`config.mk`:
```
export PLATFORM = sky130hd
export DESIGN_NAME = dmem_arbiter_flat
export DESIGN_NICKNAME = d
export VERILOG_FILES = /design/src/logic/dmem_if.sv /design/src/logic/dmem_arbiter.sv /design/src/flat_wrapper.sv
export VERILOG_INCLUDE_DIRS = /design/src /design/src/logic
export SDC_FILE = /design/constraint.sdc
export NUM_CORES = 1
export LEC_CHECK = 0
export BUFFER_PORTS_ARGS = -buffer_cell sky130_fd_sc_hd__buf_2
export CORE_ASPECT_RATIO = 1.1
export CORE_MARGIN = 10
export CORE_UTILIZATION = 24
export DETAILED_ROUTE_END_ITERATION = 10
export PLACE_DENSITY = 0.77
export SLEW_MARGIN = 20
export SYNTH_ARGS = -nofsm -noshare
export SYNTH_HDL_FRONTEND = slang
export SYNTH_SLANG_ARGS = --single-unit
```
`constraint.sdc`:
```
create_clock -name clk -period 1.3 [get_ports clk]
set_input_delay 0.13 -clock clk [delete_from_list [all_inputs] [get_ports clk]]
set_output_delay 0.13 -clock clk [all_outputs]
set_load 0.1 [all_outputs]
```
`src/logic/exmem_cfg.svh`:
```
`ifndef EXMEM_CFG_SVH
`define EXMEM_CFG_SVH

// data path and byte address width of the integer pipeline.
`define EXMEM_DATA_W 32

// byte lanes in one data word.
`define EXMEM_BE_W 4

// register file address width.
`define EXMEM_REG_ADDR_W 5

// the data RAM holds 256 words.
`define EXMEM_RAM_AW 8
`define EXMEM_RAM_DEPTH (1 << `EXMEM_RAM_AW)

`endif

```
`src/logic/dmem_if.sv`:
```
`timescale 1ns/1ps
`default_nettype none
`include "exmem_cfg.svh"

interface dmem_if;

	logic                       req;
	logic                       we;
	logic [`EXMEM_RAM_AW-1:0]   addr;
	logic [`EXMEM_BE_W-1:0]     be;
	logic [`EXMEM_DATA_W-1:0]   wdata;
	logic                       gnt;
	logic [`EXMEM_DATA_W-1:0]   rdata;
	logic                       rvalid;

	// the requester keeps req and its fields stable until gnt.
	modport requester (
		output req, we, addr, be, wdata,
		input  gnt, rdata, rvalid
	);

	modport arbiter (
		input  req, we, addr, be, wdata,
		output gnt, rdata, rvalid
	);

endinterface

`default_nettype wire

```
`src/logic/dmem_arbiter.sv`:
```
`timescale 1ns/1ps
`default_nettype none
`include "exmem_cfg.svh"

module dmem_arbiter (
	input  logic                     clk,
	input  logic                     reset_n,
	dmem_if.arbiter                  lsu,
	dmem_if.arbiter                  host,
	output logic                     ram_en,
	output logic                     ram_we,
	output logic [`EXMEM_RAM_AW-1:0] ram_addr,
	output logic [`EXMEM_BE_W-1:0]   ram_be,
	output logic [`EXMEM_DATA_W-1:0] ram_wdata,
	input  logic [`EXMEM_DATA_W-1:0] ram_rdata
);

	logic lsu_gnt;
	logic host_gnt;
	logic last_host;
	logic lsu_rd;
	logic host_rd;

	// on a tie the port that lost last time wins.
	assign lsu_gnt  = lsu.req && (!host.req || last_host);
	assign host_gnt = host.req && !lsu_gnt;

	assign lsu.gnt  = lsu_gnt;
	assign host.gnt = host_gnt;

	always_comb begin
		ram_en = lsu_gnt || host_gnt;
		if (host_gnt) begin
			ram_we    = host.we;
			ram_addr  = host.addr;
			ram_be    = host.be;
			ram_wdata = host.wdata;
		end else begin
			ram_we    = lsu.we && lsu_gnt;
			ram_addr  = lsu.addr;
			ram_be    = lsu.be;
			ram_wdata = lsu.wdata;
		end
	end

	// last_host starts high so the load/store unit takes the first tie.
	always_ff @(posedge clk or negedge reset_n) begin
		if (!reset_n) begin
			last_host <= 1'b1;
			lsu_rd    <= 1'b0;
			host_rd   <= 1'b0;
		end else begin
			if (ram_en) begin
				last_host <= host_gnt;
			end
			lsu_rd  <= lsu_gnt && !lsu.we;
			host_rd <= host_gnt && !host.we;
		end
	end

	assign lsu.rvalid  = lsu_rd;
	assign lsu.rdata   = ram_rdata;
	assign host.rvalid = host_rd;
	assign host.rdata  = ram_rdata;

endmodule

`default_nettype wire

```
`src/flat_wrapper.sv`:
```
// flat-port wrapper written by rule: the top's interface ports become plain ports
module dmem_arbiter_flat 
  (clk, reset_n, ram_en, ram_we, ram_addr, ram_be, ram_wdata, ram_rdata, lsu_req, lsu_we, lsu_addr, lsu_be, lsu_wdata, lsu_gnt, lsu_rdata, lsu_rvalid, host_req, host_we, host_addr, host_be, host_wdata, host_gnt, host_rdata, host_rvalid);
  dmem_if lsu_i ();
  dmem_if host_i ();
  input  logic clk;
  input  logic reset_n;
  output logic ram_en;
  output logic ram_we;
  output logic [`EXMEM_RAM_AW-1:0] ram_addr;
  output logic [`EXMEM_BE_W-1:0] ram_be;
  output logic [`EXMEM_DATA_W-1:0] ram_wdata;
  input  logic [`EXMEM_DATA_W-1:0] ram_rdata;
  input wire logic [$bits(lsu_i.req)-1:0] lsu_req;
  input wire logic [$bits(lsu_i.we)-1:0] lsu_we;
  input wire logic [$bits(lsu_i.addr)-1:0] lsu_addr;
  input wire logic [$bits(lsu_i.be)-1:0] lsu_be;
  input wire logic [$bits(lsu_i.wdata)-1:0] lsu_wdata;
  output wire logic [$bits(lsu_i.gnt)-1:0] lsu_gnt;
  output wire logic [$bits(lsu_i.rdata)-1:0] lsu_rdata;
  output wire logic [$bits(lsu_i.rvalid)-1:0] lsu_rvalid;
  input wire logic [$bits(host_i.req)-1:0] host_req;
  input wire logic [$bits(host_i.we)-1:0] host_we;
  input wire logic [$bits(host_i.addr)-1:0] host_addr;
  input wire logic [$bits(host_i.be)-1:0] host_be;
  input wire logic [$bits(host_i.wdata)-1:0] host_wdata;
  output wire logic [$bits(host_i.gnt)-1:0] host_gnt;
  output wire logic [$bits(host_i.rdata)-1:0] host_rdata;
  output wire logic [$bits(host_i.rvalid)-1:0] host_rvalid;
  assign lsu_i.req = lsu_req;
  assign lsu_i.we = lsu_we;
  assign lsu_i.addr = lsu_addr;
  assign lsu_i.be = lsu_be;
  assign lsu_i.wdata = lsu_wdata;
  assign lsu_gnt = lsu_i.gnt;
  assign lsu_rdata = lsu_i.rdata;
  assign lsu_rvalid = lsu_i.rvalid;
  assign host_i.req = host_req;
  assign host_i.we = host_we;
  assign host_i.addr = host_addr;
  assign host_i.be = host_be;
  assign host_i.wdata = host_wdata;
  assign host_gnt = host_i.gnt;
  assign host_rdata = host_i.rdata;
  assign host_rvalid = host_i.rvalid;
  dmem_arbiter u_core (.clk(clk), .reset_n(reset_n), .lsu(lsu_i), .host(host_i), .ram_en(ram_en), .ram_we(ram_we), .ram_addr(ram_addr), .ram_be(ram_be), .ram_wdata(ram_wdata), .ram_rdata(ram_rdata));
endmodule
```
==> results.py <==
metrics = {
    "layout": {
        "stdcell_count": 281,
        "diodes": 0,
        "drive_above_1_share_pct": 96.2,
        "design_area_sq_mm": 0.00244,
        "synthToLayoutAreaGrowth_pct": 88.7,
        "finish.utilization_pct": 47.8,
        "nets": 336,
    },
    "synth": {
        "yosysSeqAreaShare_pct": 5.91,
        "yosys.area_share.simple_pct": 2.91,
        "synth_compound_area_share_pct": 2.03,
        "synth_cell_types": 17,
        "syn_inst": 125,
        "synth-xor-area-share_pct": 0,
        "yosysWarnings": 0,
        "synth.net_count": 251,
        "synth_top_family_by_area": "multiplexers",
        "synthAdderAreaFrac_pct": 0,
        "synth_seq_cells": 3,
        "synthMuxAreaShare_pct": 46.2,
        "netlist_area_sq_mm": 0.00129,
        "syn_avg_cell_area_sq_um": 10.3,
    },
    "clock_tree": {
        "clock_latency_ns": 0.21,
        "cts-buffers-inserted": 3,
        "cts_tree": "yes",
        "clkSlewWorstSetupHoldPaths_ns": 0.03,
        "post-cts-setup-buffers": 0,
        "htreeDepth": 1,
        "root_buffer": "clkbuf_8",
        "clockBufferDepth": 2,
        "cts.sinks": 3,
    },
    "run_status": {
        "violations": "negative setup slack",
        "status": "complete, but fails checks",
    },
    "worst_setup_path": {
        "crit_path_start_kind": "flop",
        "crit_type": "flop to output port",
        "cp.required_ns": 1.17,
        "crit-reg2reg-launch": "u_core.last_host",
        "critical_path.endpoint_type": "output port",
        "critPathLaunch": "u_core.last_host",
        "critPathMaxFanout": 22,
        "r2r_slack_ns": 0.23,
        "critPathArrivalTime_ns": 1.57,
    },
    "route": {
        "dr.pass1.iters": 2,
        "wl_per_cell_um": 18.4,
        "met3_length_um": 803,
        "drt-initial-drc-count": 19,
        "vias_per_cell": 4.07,
        "ant_nets": 0,
        "wirelength_um": 5180,
        "met1Wirelength_um": 1680,
        "met2_wirelength_um": 2590,
        "vias": 1145,
        "drc": 0,
        "top_layer_used": "met4",
    },
    "floorplanning": {
        "die_w_um": 89.9,
        "die_y_um": 96.9,
        "io-pin-count": 240,
        "initial_core_util_pct": 25.3,
        "coreArea_sq_mm": 0.00510,
        "rows": 27,
        "die-area_sq_mm": 0.00872,
    },
    "global_route": {
        "overflow": 0,
        "grt_max_degree": 26,
        "antenna_found_initial": 0,
        "grtUsageTotal_pct": 11.2,
        "first_global_vias": 1395,
        "grt_pass1_wl_um": 8120,
    },
    "timing": {
        "grt_setup_unrepaired": "yes",
        "fmaxAchievable_ghz": 0.589,
        "holdWs_ns": 0.0937,
        "tightest_slew_ns": 0.497,
        "fin_crit_sh_pct": 131,
        "report.final.slew_viol_count": 0,
        "slew_headroom_pct": 67.1,
        "finalCriticalPeriod_ns": 1.70,
        "hold_viol": 0,
        "fin_skew_ns": 0.00332,
        "setup_ws_ns": -0.398,
        "setup_tns_ns": -16.85,
        "setup_viol": 47,
    },
    "pwr": {
        "p_per_area_mw_per_mm2": 1080,
        "peakVddDrop_mv": 0.618,
        "finalPower_mw": 2.64,
        "p_leak_nw": 1.28,
    },
    "min_path": {
        "worstHoldPathType": "primary input to flop",
        "worstHoldStart": "host_we",
    },
    "flow_run": {
        "drv_cap": 0,
    },
    "placement": {
        "dp_slack_ns": -0.175,
        "place_congestion": 0.693,
        "port_buffers": 143,
        "dpl_cell_area_sq_mm": 0.00237,
        "dp_hpwl_um": 4780,
        "dp_cells": 276,
    },
}
==> power breakdown <==
| part | leakage, nW | switching, mW | internal [mW] |
|---|---|---|---|
| combinational | 1.22 | 1.38 | 0.883 |
| clock | 0.0228 | 0.0578 | 0.209 |
| sequential | 0.0369 | 0.00637 | 0.106 |
| total | 1.28 | 1.44 | 1.20 |
==> layout by cell type (no fill, tap or decap) <==
cell type and count:
buf_2 96, buf_12 49, mux2_4 38, mux2_2 6, clkbuf_8 3, buf_4 3
dfrtp_1 2, nand2b_4 1, and2_4 1, a21boi_4 1, and3b_1 1, nor2b_1 1
or2_2 1, a32o_4 1, nor2_1 1, a21oi_1 1, clkbuf_1 1, dlygate4sd3_1 1
dfstp_2 1
==> flip-flops by register name (all words and copies together) (netlist names) <==
name and flops:
u_core.host.rvalid 1, u_core.last_host 1, u_core.lsu.rvalid 1
==> cells by family (layout without fill, tap and decap cells) <==
family / Yosys count / after routing
flip-flops: 3 / 3
AND/OR/NAND/NOR: 6 / 6
buffers and inverters: 69 / 153
multiplexers: 44 / 44
AO/OA/AOI/OAI: 3 / 3
==> worst paths after layout <==
kind | to | cells after the start
max | ram_be[1] | 4
min | u_core.host.rvalid | 2
max reg2reg | u_core.host.rvalid | 3
min reg2reg | u_core.last_host | 3
max in group asynchronous | u_core.last_host | 2
min in group asynchronous | u_core.lsu.rvalid | 2
==> layout make-up <==
| type | count | area (sq um) |
|---|---|---|
| well taps | 72 | 90.1 |
| flip-flops and latches | 3 | 76.3 |
| multi-input cells | 53 | 731 |
| fillers | 441 | 2670 |
| repair buffers | 149 | 1490 |
| clock buffers | 4 | 45.0 |
==> cells in the mapped netlist, drive strengths merged <==
cell type  instances  share of area (%)
or2                1               0.48
a21boi             1               0.87
dfstp              1                2.0
dfrtp              2                3.9
nand2b             1               0.48
a21oi              1               0.39
nor2               1               0.29
buf               69                 43
and3b              1               0.68
a32o               1               0.78
mux2              44                 46
nor2b              1               0.48
and2               1               0.48
==> repair_timing <==
action                                  4_1_cts  5_1_grt
endpoints found under the hold margin         3        0
endpoints found under the setup margin       47       47
resized for setup                             3        0
hold buffers                                  1        0
==> worst max-delay path, cell delays in order (launching register included) <==
cell and delay, ns:
dfstp_2 0.38, a21boi_4 0.20, buf_12 0.22, mux2_2 0.38, buf_12 0.17
==> layer usage <==
metal	vias to the layer above	track usage [%]
met5	-	0
met4	0	3.65
met3	18	7.40
met2	115	19.2
met1	488	10.7
li1	524	-
Power figures use the tool's default switching activity.
