[config.mk]
export PLATFORM = sky130hd
export DESIGN_NAME = load_store_unit_flat
export DESIGN_NICKNAME = d
export VERILOG_FILES = /design/src/logic/exmem_pkg.sv /design/src/logic/dmem_if.sv /design/src/logic/load_store_unit.sv /design/src/flat_wrapper.sv
export VERILOG_INCLUDE_DIRS = /design/src /design/src/logic
export SDC_FILE = /design/constraint.sdc
export NUM_CORES = 1
export LEC_CHECK = 0
export BUFFER_PORTS_ARGS = -buffer_cell sky130_fd_sc_hd__buf_2
export CAP_MARGIN = 20
export CORE_AREA = 4 4 137 139
export DETAILED_ROUTE_END_ITERATION = 16
export DIE_AREA = 0 0 141 143
export PLACE_DENSITY = 0.55
export SLEW_MARGIN = 0
export SYNTH_ARGS = -nofsm -noshare
export SYNTH_HDL_FRONTEND = slang
export SYNTH_SLANG_ARGS = --single-unit
[constraint.sdc]
create_clock -name clk -period 3.26 [get_ports clk]
set_input_delay 0.326 -clock clk [delete_from_list [all_inputs] [get_ports clk]]
set_output_delay 0.326 -clock clk [all_outputs]
set_load 0.05 [all_outputs]
[src/logic/exmem_cfg.svh]
`ifndef EXMEM_CFG_SVH
`define EXMEM_CFG_SVH

// data path and byte address width of the integer pipeline.
`define EXMEM_DATA_W 32

// byte lanes in one data word.
`define EXMEM_BE_W 4

// register file address width.
`define EXMEM_REG_ADDR_W 5

// the data RAM holds 256 words.
`define EXMEM_RAM_AW 8
`define EXMEM_RAM_DEPTH (1 << `EXMEM_RAM_AW)

`endif

[src/logic/exmem_pkg.sv]
`default_nettype none
`include "exmem_cfg.svh"

package exmem_pkg;

	// operation carried from execute into the memory stage.
	typedef enum logic [3:0] {
		NOP    = 4'd0,
		ALU    = 4'd1,
		MTHILO = 4'd2,
		LB     = 4'd3,
		LBU    = 4'd4,
		LH     = 4'd5,
		LHU    = 4'd6,
		LW     = 4'd7,
		SB     = 4'd8,
		SH     = 4'd9,
		SW     = 4'd10
	} mem_op_e;

	typedef enum logic [1:0] {
		IDLE      = 2'd0,
		WAIT_GNT  = 2'd1,
		WAIT_DATA = 2'd2
	} lsu_state_e;

	typedef struct packed {
		logic                         valid;
		mem_op_e                      op;
		logic [`EXMEM_REG_ADDR_W-1:0] waddr;
		logic [`EXMEM_DATA_W-1:0]     wdata;
		logic [`EXMEM_DATA_W-1:0]     hi;
		logic [`EXMEM_DATA_W-1:0]     lo;
		logic [`EXMEM_DATA_W-1:0]     ram_addr;
		logic [`EXMEM_DATA_W-1:0]     reg2;
	} ex_result_t;

	typedef struct packed {
		logic                         valid;
		logic                         we;
		logic [`EXMEM_REG_ADDR_W-1:0] waddr;
		logic [`EXMEM_DATA_W-1:0]     wdata;
		logic                         whilo;
		logic [`EXMEM_DATA_W-1:0]     hi;
		logic [`EXMEM_DATA_W-1:0]     lo;
	} wb_result_t;

endpackage

`default_nettype wire

[src/logic/dmem_if.sv]
`timescale 1ns/1ps
`default_nettype none
`include "exmem_cfg.svh"

interface dmem_if;

	logic                       req;
	logic                       we;
	logic [`EXMEM_RAM_AW-1:0]   addr;
	logic [`EXMEM_BE_W-1:0]     be;
	logic [`EXMEM_DATA_W-1:0]   wdata;
	logic                       gnt;
	logic [`EXMEM_DATA_W-1:0]   rdata;
	logic                       rvalid;

	// the requester keeps req and its fields stable until gnt.
	modport requester (
		output req, we, addr, be, wdata,
		input  gnt, rdata, rvalid
	);

	modport arbiter (
		input  req, we, addr, be, wdata,
		output gnt, rdata, rvalid
	);

endinterface

`default_nettype wire

[src/logic/load_store_unit.sv]
`timescale 1ns/1ps
`default_nettype none
`include "exmem_cfg.svh"

module load_store_unit (
	input  logic                  clk,
	input  logic                  reset_n,
	input  exmem_pkg::ex_result_t mem_in,
	output logic                  stall,
	dmem_if.requester             dmem,
	output exmem_pkg::wb_result_t wb_out
);

	import exmem_pkg::*;

	lsu_state_e                state;
	lsu_state_e                state_nxt;
	logic                      is_load;
	logic                      is_store;
	logic                      is_mem;
	logic                      done;
	logic [1:0]                lane;
	logic [7:0]                ld_byte;
	logic [15:0]               ld_half;
	logic [`EXMEM_DATA_W-1:0]  ld_data;
	wb_result_t                wb_nxt;

	assign is_load  = mem_in.valid && (mem_in.op inside {LB, LBU, LH, LHU, LW});
	assign is_store = mem_in.valid && (mem_in.op inside {SB, SH, SW});
	assign is_mem   = is_load || is_store;
	assign lane     = mem_in.ram_addr[1:0];

	// the request stays up from the first cycle in EX/MEM until it is granted.
	assign dmem.req  = is_mem && (state != WAIT_DATA);
	assign dmem.we   = is_store;
	assign dmem.addr = mem_in.ram_addr[`EXMEM_RAM_AW+1:2];

	always_comb begin
		dmem.be    = 4'b1111;
		dmem.wdata = mem_in.reg2;
		case (mem_in.op)
			SB: begin
				dmem.be    = 4'b0001 << lane;
				dmem.wdata = {4{mem_in.reg2[7:0]}};
			end
			SH: begin
				dmem.be    = lane[1] ? 4'b1100 : 4'b0011;
				dmem.wdata = {2{mem_in.reg2[15:0]}};
			end
			default: begin
			end
		endcase
	end

	// a store finishes on its grant, a load when its data returns.
	assign done  = is_store ? dmem.gnt : ((state == WAIT_DATA) && dmem.rvalid);
	assign stall = is_mem && !done;

	always_comb begin
		state_nxt = state;
		case (state)
			IDLE, WAIT_GNT: begin
				if (!is_mem) begin
					state_nxt = IDLE;
				end else if (dmem.gnt) begin
					state_nxt = is_load ? WAIT_DATA : IDLE;
				end else begin
					state_nxt = WAIT_GNT;
				end
			end
			WAIT_DATA: begin
				if (dmem.rvalid) begin
					state_nxt = IDLE;
				end
			end
			default: state_nxt = IDLE;
		endcase
	end

	always_ff @(posedge clk or negedge reset_n) begin
		if (!reset_n) begin
			state <= IDLE;
		end else begin
			state <= state_nxt;
		end
	end

	assign ld_byte = dmem.rdata[8*lane +: 8];
	assign ld_half = lane[1] ? dmem.rdata[31:16] : dmem.rdata[15:0];

	always_comb begin
		case (mem_in.op)
			LB:      ld_data = {{24{ld_byte[7]}}, ld_byte};
			LBU:     ld_data = {24'd0, ld_byte};
			LH:      ld_data = {{16{ld_half[15]}}, ld_half};
			LHU:     ld_data = {16'd0, ld_half};
			default: ld_data = dmem.rdata;
		endcase
	end

	// one record leaves per op, on the edge where the stage lets it go.
	always_comb begin
		wb_nxt       = '0;
		wb_nxt.valid = mem_in.valid && !stall;
		wb_nxt.we    = wb_nxt.valid && (is_load || (mem_in.op == ALU));
		wb_nxt.whilo = wb_nxt.valid && (mem_in.op == MTHILO);
		wb_nxt.waddr = mem_in.waddr;
		wb_nxt.wdata = is_load ? ld_data : mem_in.wdata;
		wb_nxt.hi    = mem_in.hi;
		wb_nxt.lo    = mem_in.lo;
	end

	always_ff @(posedge clk or negedge reset_n) begin
		if (!reset_n) begin
			wb_out <= '0;
		end else begin
			wb_out <= wb_nxt;
		end
	end

endmodule

`default_nettype wire

[src/flat_wrapper.sv]
// flat-port wrapper written by rule: the top's interface ports become plain ports
module load_store_unit_flat import exmem_pkg::*;
  (clk, reset_n, mem_in, stall, wb_out, dmem_req, dmem_we, dmem_addr, dmem_be, dmem_wdata, dmem_gnt, dmem_rdata, dmem_rvalid);
  dmem_if dmem_i ();
  input  logic clk;
  input  logic reset_n;
  input  exmem_pkg::ex_result_t mem_in;
  output logic stall;
  output exmem_pkg::wb_result_t wb_out;
  output wire logic [$bits(dmem_i.req)-1:0] dmem_req;
  output wire logic [$bits(dmem_i.we)-1:0] dmem_we;
  output wire logic [$bits(dmem_i.addr)-1:0] dmem_addr;
  output wire logic [$bits(dmem_i.be)-1:0] dmem_be;
  output wire logic [$bits(dmem_i.wdata)-1:0] dmem_wdata;
  input wire logic [$bits(dmem_i.gnt)-1:0] dmem_gnt;
  input wire logic [$bits(dmem_i.rdata)-1:0] dmem_rdata;
  input wire logic [$bits(dmem_i.rvalid)-1:0] dmem_rvalid;
  assign dmem_req = dmem_i.req;
  assign dmem_we = dmem_i.we;
  assign dmem_addr = dmem_i.addr;
  assign dmem_be = dmem_i.be;
  assign dmem_wdata = dmem_i.wdata;
  assign dmem_i.gnt = dmem_gnt;
  assign dmem_i.rdata = dmem_rdata;
  assign dmem_i.rvalid = dmem_rvalid;
  load_store_unit u_core (.clk(clk), .reset_n(reset_n), .mem_in(mem_in), .stall(stall), .dmem(dmem_i), .wb_out(wb_out));
endmodule
==> metrics.cfg <==
[clock_tree]
clkTransAtPathRegs_ns=0.07
ctsResizeCount=0
cts_tree=built
cts_inserted_buffers=9
insertion_delay_ns=0.35
cts_buffer_depth=2
h-tree-depth=3
clock_sinks=106
cts_hold_buf=0
cts_setup_buffers=0
root_buffer=clkbuf_16

[synth]
synthesis.area_um2=4290
ys_warn_count=0
synth_edf_count=0
synthArstFlopShare_pct=100
ys_ff_latch=106
syn-num-nets=529
synth_flop_cell=dfrtp_1
syn_area_per_cell_um2=13.3
syn_inst=323
ys_types=38
seq_area_frac_synth_pct=61.8

[pwr]
cellPowerDensity_nw_per_um2=539
p_leak_nw=3.19
p_clk_share_pct=33.2
ir_drop_mv=0.235
pwr-share-seq_pct=41.2
power_switching_mw=1.17
netSwitchingFraction_pct=34.3
internal-power_mw=2.25
power_frac_comb_pct=25.6

[timing]
maxSlewHeadroom_pct=46.1
fmax_mhz=438
rsz0062_at_grt=false
setup_violations=0
worst_slack_ns=0.975
period_needed_ns=2.29
finalMaxSlewViolations=0
clock_skew_ns=0.000423
tightest_slew_ns=0.806
hold_viol_final=0
fin_crit_sh_pct=70.1
tns_ns=0

[critical_path]
crit_arrival_ns=1.96
worstSetupStartpointType=input port
worst-path-max-fanout=22
cp-startpoint=mem_in[168]
rr_startpoint=u_core.state[1]
end_kind=output port
critical_path_required_ns=2.93
critical_path_class=input port to output port

[place]
numPortBuffers=318
dpl_cell_area_um2=6020
placed_cells=844
gp_congestion=0.858
hpwl_um=15300
place_ws_ns=0.970

[die]
fp.coreArea_um2=17700
dieArea_um2=20200
die_x_um=141
fp.dieH_um=143
start_util_pct=24.3
row_count=49
io_pins=357

[final_layout]
nets=832
drive_gt1_share_pct=60.2
postLayoutCellArea_um2=6350
area_delta_synth_final_pct=47.9
final_cells=861
num-fill-cells=1811

[grt]
grt_pass1_vias=4202
grt.total_usage_pct=17.4
grt_pass1_wl_um=25800
antenna_found_initial=5
grt_overflow=0
grt_max_degree=107

[run]
maxCapViolCount=0

[worst_hold_path]
hold_path.class=input port to asynchronous set/reset pin

[route]
vias_per_cell=4.66
drtAntennaViolNets=0
drtIter0Drc=131
drtPass1Iterations=4
wl_per_cell_um=21.2
num_vias=4012
wirelength_um=18300
drcViolationCount=0

[run_status]
status=finished, final reports clean

synthesized netlist by cell type, types with 2 or more instances:
| cell type | number | area share (%) |
|---|---|---|
| dfrtp_1 | 106 | 62 |
| mux2_2 | 24 | 6.3 |
| buf_4 | 20 | 3.5 |
| a21oi_1 | 19 | 2.2 |
| nand2_1 | 19 | 1.7 |
| o22ai_1 | 17 | 2.5 |
| a221o_1 | 16 | 3.7 |
| nor2_1 | 14 | 1.2 |
| o21ai_0 | 10 | 1.2 |
| mux2i_1 | 9 | 2.1 |
| buf_2 | 8 | 0.93 |
| mux4_2 | 8 | 4.2 |
| o2111ai_1 | 7 | 1.4 |
| clkbuf_1 | 5 | 0.44 |
| inv_1 | 4 | 0.35 |
| nand2b_1 | 4 | 0.58 |
| nor2b_1 | 4 | 0.58 |
| and2_1 | 3 | 0.44 |
| nand4_1 | 3 | 0.44 |
| o21ai_1 | 3 | 0.35 |
| a21o_1 | 2 | 0.35 |
| nand3b_1 | 2 | 0.35 |
critical path, cell delays in order:
cell,delay [ns]
buf_2,0.15
inv_2,0.15
nor3_4,0.65
buf_4,0.25
nor2_1,0.05
a21oi_1,0.10
buf_2,0.28
cell usage in the layout (no fill, tap or decap), drive strengths merged, types with 3 or more instances in the layout:
master / count
inv: 9
nor2b: 4
nand2b: 4
nand4: 3
mux4: 8
nand2: 19
mux2i: 9
o2111ai: 7
dfrtp: 106
clkbuf: 9
a221o: 16
o22ai: 17
o21ai: 13
buf: 326
and2: 3
mux2: 24
nor2: 14
a21oi: 20
kinds of logic after synthesis:
family                 after synthesis  synth area share [%]
XOR/XNOR                             1                 0.204
flip-flops                         106                  61.8
AO/OA/AOI/OAI                       80                  12.9
multiplexers                        41                  12.6
AND/OR/NAND/NOR                     56                  6.94
buffers and inverters               39                  5.57
metal layers:
layer / global-route usage [%] / vias up / routed length, µm
li1: - / 1781 / -
met1: 18.3 / 1926 / 6320
met2: 32.5 / 254 / 9710
met3: 6.06 / 43 / 1740
met4: 5.56 / 8 / 449
met5: 0 / - / 55
worst paths after layout:
check | to | slack (ns) | cells past startpoint
worst min register to register | u_core.state[0] | 0.45 | 1
worst max-delay path | dmem_wdata[24] | 0.97 | 7
min in group clk | u_core.wb_out[97] | 0.08 | 1
worst max register to register | u_core.wb_out[102] | 2.03 | 4
max in group asynchronous | u_core.wb_out[41] | 2.80 | 2
worst min-delay path | u_core.wb_out[12] | 0.03 | 2
registers in the layout (all words and copies together), names as in the netlist:
name,count
u_core.wb_out,104
u_core.state,2
power by group through the flow:
stage / clock network [mW] / logic (mW) / registers [mW]
final: 1.14 / 0.875 / 1.41
after global routing: 1.24 / 0.921 / 1.42
after CTS: 1.17 / 0.887 / 1.41
after detailed placement: 0 / 0.885 / 1.44
after global placement: 0 / 0.874 / 1.44
after floorplan: 0 / 0.301 / 1.73
metrics by stage:
step                utilization, %  total power, mW  hold slack [ns]
floorplan                        -             2.03           0.0304
global placement              34.1             2.31            0.429
detailed placement            34.1             2.32            0.433
CTS                           35.9             3.47           0.0651
global route                  35.9             3.58           0.0581
finish                        35.9             3.42           0.0337
final cells by class:
class | instances | area, µm² | area share (%)
flip-flops and latches | 106 | 2650 | 41.8
repair buffers | 326 | 1670 | 26.3
multi-input cells | 178 | 1400 | 22.1
well taps | 229 | 287 | 4.51
clock buffers | 9 | 225 | 3.55
clock inverters | 7 | 95.1 | 1.50
inverters | 5 | 18.8 | 0.296
diodes | 1 | 2.50 | 0.0394
Power figures use the tool's default switching activity.
