[src/logic/exmem_cfg.svh]
`ifndef EXMEM_CFG_SVH
`define EXMEM_CFG_SVH

// data path and byte address width of the integer pipeline.
`define EXMEM_DATA_W 32

// byte lanes in one data word.
`define EXMEM_BE_W 4

// register file address width.
`define EXMEM_REG_ADDR_W 5

// the data RAM holds 256 words.
`define EXMEM_RAM_AW 8
`define EXMEM_RAM_DEPTH (1 << `EXMEM_RAM_AW)

`endif

[src/logic/exmem_pkg.sv]
`default_nettype none
`include "exmem_cfg.svh"

package exmem_pkg;

	// operation carried from execute into the memory stage.
	typedef enum logic [3:0] {
		NOP    = 4'd0,
		ALU    = 4'd1,
		MTHILO = 4'd2,
		LB     = 4'd3,
		LBU    = 4'd4,
		LH     = 4'd5,
		LHU    = 4'd6,
		LW     = 4'd7,
		SB     = 4'd8,
		SH     = 4'd9,
		SW     = 4'd10
	} mem_op_e;

	typedef enum logic [1:0] {
		IDLE      = 2'd0,
		WAIT_GNT  = 2'd1,
		WAIT_DATA = 2'd2
	} lsu_state_e;

	typedef struct packed {
		logic                         valid;
		mem_op_e                      op;
		logic [`EXMEM_REG_ADDR_W-1:0] waddr;
		logic [`EXMEM_DATA_W-1:0]     wdata;
		logic [`EXMEM_DATA_W-1:0]     hi;
		logic [`EXMEM_DATA_W-1:0]     lo;
		logic [`EXMEM_DATA_W-1:0]     ram_addr;
		logic [`EXMEM_DATA_W-1:0]     reg2;
	} ex_result_t;

	typedef struct packed {
		logic                         valid;
		logic                         we;
		logic [`EXMEM_REG_ADDR_W-1:0] waddr;
		logic [`EXMEM_DATA_W-1:0]     wdata;
		logic                         whilo;
		logic [`EXMEM_DATA_W-1:0]     hi;
		logic [`EXMEM_DATA_W-1:0]     lo;
	} wb_result_t;

endpackage

`default_nettype wire

[src/logic/ex_mem_reg.sv]
`timescale 1ns/1ps
`default_nettype none

module ex_mem_reg (
	input  logic                  clk,
	input  logic                  reset_n,
	input  logic                  stall,
	input  exmem_pkg::ex_result_t ex_in,
	output exmem_pkg::ex_result_t mem_out
);

	// an all-zero record is an invalid NOP.
	always_ff @(posedge clk or negedge reset_n) begin
		if (!reset_n) begin
			mem_out <= '0;
		end else if (!stall) begin
			mem_out <= ex_in;
		end
	end

endmodule

`default_nettype wire

[config.mk]
export PLATFORM = sky130hd
export DESIGN_NAME = ex_mem_reg
export DESIGN_NICKNAME = d
export VERILOG_FILES = /design/src/logic/exmem_pkg.sv /design/src/logic/ex_mem_reg.sv
export VERILOG_INCLUDE_DIRS = /design/src /design/src/logic
export SDC_FILE = /design/constraint.sdc
export NUM_CORES = 1
export LEC_CHECK = 0
export ABC_AREA = 1
export ABC_CLOCK_PERIOD_IN_PS = 1300
export BUFFER_PORTS_ARGS = -buffer_cell sky130_fd_sc_hd__buf_4
export CAP_MARGIN = 20
export CORE_AREA = 2 2 139 141
export DETAILED_ROUTE_END_ITERATION = 6
export DIE_AREA = 0 0 141 143
export SETUP_SLACK_MARGIN = 0.15
export SLEW_MARGIN = 20
export SYNTH_ARGS = -nofsm -noshare
export SYNTH_HDL_FRONTEND = slang
export SYNTH_SLANG_ARGS = --single-unit
[constraint.sdc]
create_clock -name clk -period 1.3 [get_ports clk]
set_clock_uncertainty 0.15 [all_clocks]
set_input_delay 0.13 -clock clk [delete_from_list [all_inputs] [get_ports clk]]
set_output_delay 0.13 -clock clk [all_outputs]
set_load 0.02 [all_outputs]
==> summary.txt, run 1 <==
Status - finished clean
Worst path top cell family by delay - flip-flops
Crit path buf inv count - 1
I/O Buffers - 342
Commonest cells in the netlist - nand2_1 (510), dfrtp_1 (170), buf_2 (21)
HPWL after DPL - 13.8 mm
Core ar. - 18600 um^2
Vias in the first global route - 7057
Critical-path cell list - buf_6
Post-Layout Cell Count - 1541
Number of core rows - 50
Clk buf depth - 2
Area fraction of the dominant cell type after synthesis - 66.1%
Netlist Area Pre-Place - 6430 um^2
Leakage - 6.86 nW
Antenna violations before repair - 0
Max FFs per register - 170
Kind of critical path - reg2out
CP max-delay cell - dfrtp_1
Slew Limit Headroom - 69.2%
CTS tree - yes
CP arrival - 1.00 ns
Area contributors post-synth - dfrtp_1 (66%), nand2_1 (30%), buf_6 (1.9%), buf_2 (1.6%), buf_4 (0.35%)
Synth Net Count - 891
Largest registers - mem_out x170
Final setup viols - 0
Placed cells - 1269
#FFs+latches synth - 170
DRT iter0 DRCs - 360
Vias - 6928
Ys flop type - dfrtp_1
First-pass GRT wire length - 36.4 mm
Count leader, synth - nand2_1
Reg-to-reg slack, setup - 0.27 ns
Final hold vios - 0
Max FO, Critical Path - 2
Initial core utilization - 34.6%
Remaining global-route overflow - 0
Largest net degree at the start of global routing - 105
Final period utilization - 98.1%
CTS clk-pin slew, worst paths - 0.07 ns
Worst R2R Start - mem_out[14]
Post-synthesis async set-or-reset flop share - 100%
Nets - 1467
Reg2reg end - mem_out[14]
Drt drc - 0
R2r worst-path depth - 4
Routability cong. - 0.787
Ports - 343
Clock sink count - 170
Routed vias/inst - 4.50
Ant diodes - 0
DIE AREA - 20200 um^2
CP required - 1.02 ns
FMAX - 784 MHz
Die Y - 143 um
RSZ-0062 raised after global routing - yes
Crit path largest cell delay - 0.42 ns
Top reg by flops - mem_out
CTS Root Cell - clkbuf_16
Area leader, netlist - dfrtp_1
Clk Latency, worst-skew pair - 0.42 ns
1st-pass router iterations - 5
Pwr dens - 1190 nW/um^2
Die width - 141 um
Cells after Synth - 718
Cts bufs inserted - 17
Area post-placement - 9230 um^2
Worst min-delay path category - in2async
Final ANT Viol Nets - 0
H-Tree Depth - 4
Crit path time final - 1.28 ns
Drt total wl - 23.9 mm
Total global routing track utilization - 23.1%
Synth Area per Inst - 8.96 um^2
Seq/Total Area, Yosys - 66.1%
Peak supply drop - 0.905 mV
Synth unique cells - 7
Power consumption - 15.1 mW
Nature of the critical path endpoint - output port
Tightest Pin Transition - 0.461 ns
WL/cell - 15.5 um
Critical path startpoint category - flop
Max-slew violation count - 0
Post-synthesis to final-layout area growth - 97.6%
Finished Cell Area - 12700 um^2
Number of enable flip-flop cells after synthesis - 0
Ys Warns - 0
MaxCap Viol Count - 0
Share of post-route cells with drive strength above 1 - 34.7%
[cell families (layout without fill, tap and decap cells)]
kind of cell	Yosys count	in the layout	synth area share, %
buf+inv	38	627	4.12
simple gates	510	510	29.8
flops	170	170	66.1
[routing by layer]
layer	track usage [%]	vias up	part of all wire [%]
met4	8.63	0	2.7
met2	39.0	306	49
met1	27.3	3272	40
met5	0	-	0
met3	8.08	48	8.7
li1	-	3302	-
[power by group]
group          internal (mW)  switching, mW
Clock                   3.01           2.28
Sequential              5.76          0.360
Combinational           2.01           1.68
[how the worst max path moves through the flow]
stage | start | to | slack, ns | cells after the start
floorplan | stall | mem_out[0] | 0.35 | 5
global placement | stall | mem_out[101] | 0.20 | 5
detailed placement | stall | mem_out[46] | 0.19 | 5
CTS | mem_out[141] | mem_out[141] | -0.004 | 1
global route | mem_out[66] | mem_out[66] | -0.01 | 1
finish | mem_out[84] | mem_out[84] | 0.02 | 1
[layout make-up]
cell class                 instances  area, um^2
fill                            1287        5870
timing repair buffer             594        5630
sequential                       170        4250
multi-input combinational        510        1910
clock buffer                      20         457
tap                              234         293
clock inverter                    12         156
inverter                           1        6.26
[per-stage QoR]
step	TNS [ns]	setup slack, ns	util [%]	hold WS, ns
final	0	0.0245	68.4	0.0506
after global routing	-0.0220	-0.0123	68.4	0.0489
after CTS	-0.00377	-0.00377	66.6	0.00844
after detailed placement	0	0.186	49.7	-0.114
after global placement	0	0.196	49.7	-0.112
after floorplan	0	0.353	-	-0.316
[layout by cell type, fill, tap and decap left out, drive strengths merged]
cell,netlist,final
nand2,510,510
buf,35,421
dlygate4sd3,0,172
dfrtp,170,170
clkbuf,2,21
inv,1,6
clkinv,0,4
bufinv,0,2
clkinvlp,0,1
[timing repair]
item,in CTS,in global routing
endpoints found under the hold margin,340,0
resized for setup,170,1
endpoints found under the setup margin,170,171
hold buffers,172,0
setup buffers,23,45
No activity file was read; power rests on OpenSTA's default activity.
==> run 2: changes to the inputs <==
--- a/config.mk
+++ b/config.mk
@@ -7,12 +7,15 @@
 export NUM_CORES = 1
 export LEC_CHECK = 0
 export ABC_AREA = 1
-export ABC_CLOCK_PERIOD_IN_PS = 1300
+export ABC_CLOCK_PERIOD_IN_PS = 1250
 export BUFFER_PORTS_ARGS = -buffer_cell sky130_fd_sc_hd__buf_4
 export CAP_MARGIN = 20
-export CORE_AREA = 2 2 139 141
+export CELL_PAD_IN_SITES_DETAIL_PLACEMENT = 0
+export CELL_PAD_IN_SITES_GLOBAL_PLACEMENT = 1
+export CORE_AREA = 2 2 150 152
 export DETAILED_ROUTE_END_ITERATION = 6
-export DIE_AREA = 0 0 141 143
+export DIE_AREA = 0 0 152 154
+export PLACE_DENSITY_LB_ADDON = 0.1
 export SETUP_SLACK_MARGIN = 0.15
 export SLEW_MARGIN = 20
 export SYNTH_ARGS = -nofsm -noshare
==> constraint.sdc (replaced) <==
create_clock -name clk -period 1.25 [get_ports clk]
set_clock_uncertainty 0.15 [all_clocks]
set_input_delay 0.125 -clock clk [delete_from_list [all_inputs] [get_ports clk]]
set_output_delay 0.125 -clock clk [all_outputs]
set_load 0.02 [all_outputs]
==> run 2 against run 1 <==
Compared with the run above: the run now ends with negative hold slack, negative setup slack left; wire length shrank 4.6%; total power about the same; via count down 4.5%; die area rose by 16%; non-clock buffer count down 10; flip-flop and latch count unchanged; first-iteration DRC count fell by 28%.
==> summary.txt, run 2 (synthesized netlist as in run 1, its figures left out) <==
Share of post-route cells with drive strength above 1 - 34.2%
Critical path startpoint category - flop
Final setup TNS - -0.00290 ns
Vias in the first global route - 6715
Largest net degree at the start of global routing - 87
Cts bufs inserted - 17
Final worst setup slack - -0.00234 ns
Core ar. - 21700 um^2
Clk Latency, worst-skew pair - 0.42 ns
Slew Limit Headroom - 71.7%
R2r worst-path depth - 4
Remaining global-route overflow - 0
Drt total wl - 22.8 mm
First-pass GRT wire length - 36.2 mm
Nature of the critical path endpoint - output port
Max FFs per register - 170
Finished Cell Area - 12600 um^2
Hold slack - -0.0238 ns
Crit path time final - 1.25 ns
Area post-placement - 9290 um^2
Worst R2R Start - mem_out[9]
Hold Buf Count CTS - 172
Leakage - 6.77 nW
Total global routing track utilization - 19.3%
Commonest non-fill, non-tap cell in the layout - nand2_1
Most Used Layer, Global Route - met2
CP required - 0.98 ns
Met2 usage - 32.6%
1st-pass router iterations - 5
H-Tree Depth - 4
RSZ-0062 raised after global routing - yes
Tightest Pin Transition - 0.425 ns
Crit path largest cell delay - 0.41 ns
Max FO, Critical Path - 2
Crit path buf inv count - 1
Die Y - 154 um
Met1 GRT Util - 23.9%
Routability cong. - 0.752
Final hold vios - 18
Clk buf depth - 2
I/O Buffers - 342
Largest registers - mem_out x170
CTS tree - yes
Reg2reg end - mem_out[9]
Status - complete, but fails checks
CTS Root Cell - clkbuf_16
Antenna violations before repair - 0
MaxCap Viol Count - 0
Peak supply drop - 0.718 mV
Critical-path cell list - buf_6
HPWL after DPL - 14.5 mm
Nets - 1457
Initial core utilization - 29.7%
Pwr dens - 1200 nW/um^2
Clock sink count - 170
Met3 Usage GRT - 5.27%
Final ANT Viol Nets - 0
Kind of critical path - reg2out
Die width - 152 um
DRT iter0 DRCs - 260
Post-synthesis to final-layout area growth - 96.2%
Vias - 6616
Dpl ws - 0.164 ns
Ports - 343
Failing checks - negative hold slack, negative setup slack
WL/cell - 14.4 um
Worst path top cell family by delay - flip-flops
DIE AREA - 23400 um^2
Routed vias/inst - 4.20
Top reg by flops - mem_out
Final setup viols - 2
Drt drc - 0
Worst min-delay path category - in2async
FMAX - 799 MHz
CP max-delay cell - dfrtp_1
Ant diodes - 0
CP arrival - 0.98 ns
Max-slew violation count - 0
Commonest non-fill, non-tap cells in the layout - nand2_1 (510), buf_4 (234), dlygate4sd3_1 (172)
Final period utilization - 100%
CTS clk-pin slew, worst paths - 0.07 ns
Reg-to-reg slack, setup - 0.22 ns
Number of core rows - 54
## run 2: cell count changes in the layout (fill, tap and decap cells not counted), moves of 2 or more
cell / change
clkbuf_8: -2
inv_8: -3
inv_6: +4
buf_4: -9
bufinv_16: -2
## run 2: report_power, final
group	leakage (nW)	total [mW]	internal (mW)	switching (mW)
Sequential	2.07	6.35	5.99	0.361
Clock	0.268	5.00	2.66	2.34
Combinational	4.44	3.75	2.05	1.70
Total	6.77	15.1	10.7	4.40
## run 2: what timing repair did
item,4_1_cts,5_1_grt
gates resized for setup,170,0
setup buffers,25,31
setup endpoints to repair,170,170
hold endpoints to repair,340,18
## run 2: area by class of cell
type	instances	area, um^2
fill	1903	9070
timing repair buffer	584	5540
sequential	170	4250
multi-input combinational	510	1910
clock buffer	20	447
tap	280	350
clock inverter	12	106
inverter	1	6.26
## run 2: worst reg2reg max path, cell delays in order (launching register included)
cell and delay (ns):
dfrtp_1 0.40, buf_4 0.15, buf_4 0.12, nand2_1 0.05, nand2_1 0.05
## run 2: worst max path at each step
stage	from	endpoint	slack, ns	cells after the start
after floorplan	stall	mem_out[0]	0.31	5
after global placement	stall	mem_out[64]	0.18	5
after detailed placement	stall	mem_out[64]	0.16	5
after CTS	mem_out[149]	mem_out[149]	-0.04	1
after global routing	mem_out[78]	mem_out[78]	-0.05	1
final	mem_out[149]	mem_out[149]	-0.002	1
## run 2: layer usage
metal | part of all wire [%] | vias up
met4 | 2.0 | 0
li1 | - | 3279
met1 | 42 | 3080
met2 | 50 | 232
met5 | 0 | -
met3 | 6.5 | 25
## run 2: per-stage QoR
stage                     total power, mW  util (%)  hold WS, ns  instances
final                                15.1      58.2      -0.0238       1577
after global routing                 15.9      58.2      -0.0302       1577
after CTS                            15.2      57.1      -0.0373       1546
after detailed placement             9.14      42.8       -0.141       1317
after global placement               9.13      42.8       -0.139       1317
after floorplan                      7.56         -       -0.321        718
==> run 3: changes to the inputs <==
==> constraint.sdc (replaced) <==
create_clock -name clk -period 1.25 [get_ports clk]
set_clock_uncertainty 0.15 [all_clocks]
set_input_delay 0.1875 -clock clk [delete_from_list [all_inputs] [get_ports clk]]
set_output_delay 0.1875 -clock clk [all_outputs]
set_load 0.02 [all_outputs]
==> run 3 against run 2 <==
Compared with the run above: the flow finishes with violations (negative setup slack); largest cell class unchanged; critical endpoint unchanged; first-iteration DRC count grew 13%; worst hold slack gained 0.10 ns; clock power grew 2%; critical path depth is the same; global-route usage shrank 0.23 points.
==> summary.txt, run 3 (synthesized netlist as in run 1, its figures left out) <==
Status - complete, but fails checks
Failing checks - negative setup slack
Clk Latency, worst-skew pair - 0.42 ns
Largest net degree at the start of global routing - 86
RSZ-0062 raised after global routing - yes
H-Tree Depth - 4
CP arrival - 0.98 ns
Leakage - 6.77 nW
MaxCap Viol Count - 0
Nets - 1455
Dpl ws - 0.130 ns
Share of post-route cells with drive strength above 1 - 34.1%
Met1 GRT Util - 23.0%
WL/cell - 14.3 um
Crit path largest cell delay - 0.42 ns
Nature of the critical path endpoint - output port
Commonest non-fill, non-tap cell in the layout - nand2_1
Fill cells - 1928
Clock sink count - 170
CTS Root Cell - clkbuf_16
Tightest Pin Transition - 0.407 ns
Top reg by flops - mem_out
Kind of critical path - reg2out
Crit path buf inv count - 1
Vias in the first global route - 6903
Antenna violations before repair - 0
Final setup viols - 170
CP max-delay cell - dfrtp_1
Initial core utilization - 29.7%
1st-pass router iterations - 4
Critical path startpoint category - flop
Max FFs per register - 170
Met2 usage - 32.9%
Number of core rows - 54
First-pass GRT wire length - 35.9 mm
Post-synthesis to final-layout area growth - 96.6%
Area post-placement - 9350 um^2
DIE AREA - 23400 um^2
Routed vias/inst - 4.18
Most Used Layer, Global Route - met2
Final period utilization - 106%
CTS tree - yes
Drt drc - 0
Reg2reg end - mem_out[39]
Remaining global-route overflow - 0
Cts bufs inserted - 17
Max FO, Critical Path - 2
Die Y - 154 um
Largest registers - mem_out x170
Reg-to-reg slack, setup - 0.25 ns
Peak supply drop - 0.890 mV
Clk buf depth - 2
Slew Limit Headroom - 72.8%
Total global routing track utilization - 19.0%
Ant diodes - 0
CP required - 0.91 ns
Die width - 152 um
Finished Cell Area - 12600 um^2
Ports - 343
FMAX - 757 MHz
Routability cong. - 0.778
Max-slew violation count - 0
DRT iter0 DRCs - 293
Pwr dens - 1200 nW/um^2
Final worst setup slack - -0.0713 ns
Commonest non-fill, non-tap cells in the layout - nand2_1 (510), buf_4 (229), dlygate4sd3_1 (172)
CTS clk-pin slew, worst paths - 0.07 ns
Power consumption - 15.2 mW
Critical-path cell list - buf_6
I/O Buffers - 342
Core ar. - 21700 um^2
Placed cells - 1320
Final hold vios - 0
Met3 Usage GRT - 5.27%
HPWL after DPL - 14.6 mm
Vias - 6582
Worst R2R Start - mem_out[39]
Final ANT Viol Nets - 0
Drt total wl - 22.5 mm
Worst path top cell family by delay - flip-flops
Crit path time final - 1.32 ns
Post-Layout Cell Count - 1573
R2r worst-path depth - 4
Worst min-delay path category - in2async
run 3: cell count changes in the layout (fill, tap and decap cells not counted):
cell	previous run	this run
clkinv_2	0	1
clkbuf_1	2	0
buf_12	7	10
bufinv_16	0	1
clkinvlp_4	1	5
buf_4	234	229
inv_8	1	0
clkinv_4	5	0
run 3: area by class of cell:
class,instances,area [um^2],share of cell area (%)
Multi-Input combinational cell,510,1910,15.1
Timing Repair Buffer,582,5570,44.0
Clock buffer,18,439,3.47
Sequential cell,170,4250,33.6
Tap cell,280,350,2.77
Clock inverter,12,116,0.920
Inverter,1,6.26,0.0495
run 3: how the worst max path moves through the flow:
stage	startpoint	end	cells after the start
2_1_floorplan	stall	mem_out[0]	5
4_1_cts	mem_out[149]	mem_out[149]	1
6_report	mem_out[149]	mem_out[149]	1
3_5_place_dp	stall	mem_out[34]	5
3_3_place_gp	stall	mem_out[161]	4
5_1_grt	mem_out[126]	mem_out[126]	1
run 3: through the flow:
stage | util [%] | TNS (ns) | hold WS, ns
finish | 58.3 | -5.96 | 0.0763
floorplan | - | 0 | -0.258
global placement | 43.1 | 0 | -0.0501
global route | 58.3 | -12.40 | 0.0909
detailed placement | 43.1 | 0 | -0.0504
CTS | 57.3 | -10.12 | 0.0619
run 3: what timing repair did:
| action | CTS | global route |
|---|---|---|
| setup endpoints to repair | 170 | 170 |
| resized for setup | 170 | 0 |
| hold buffers | 172 | 0 |
| buffers inserted | 21 | 30 |
| hold endpoints to repair | 340 | 0 |
run 3: layer usage:
metal / wire, um / part of all wire [%]
met1: 9400 / 42
met2: 11200 / 50
met3: 1470 / 6.5
met4: 427 / 1.9
met5: 0 / 0
run 3: power by group:
part | internal [mW] | switching, mW | leakage, nW
Clock | 2.80 | 2.30 | 0.258
Sequential | 5.99 | 0.357 | 2.07
Combinational | 2.05 | 1.69 | 4.44
Total | 10.8 | 4.35 | 6.77
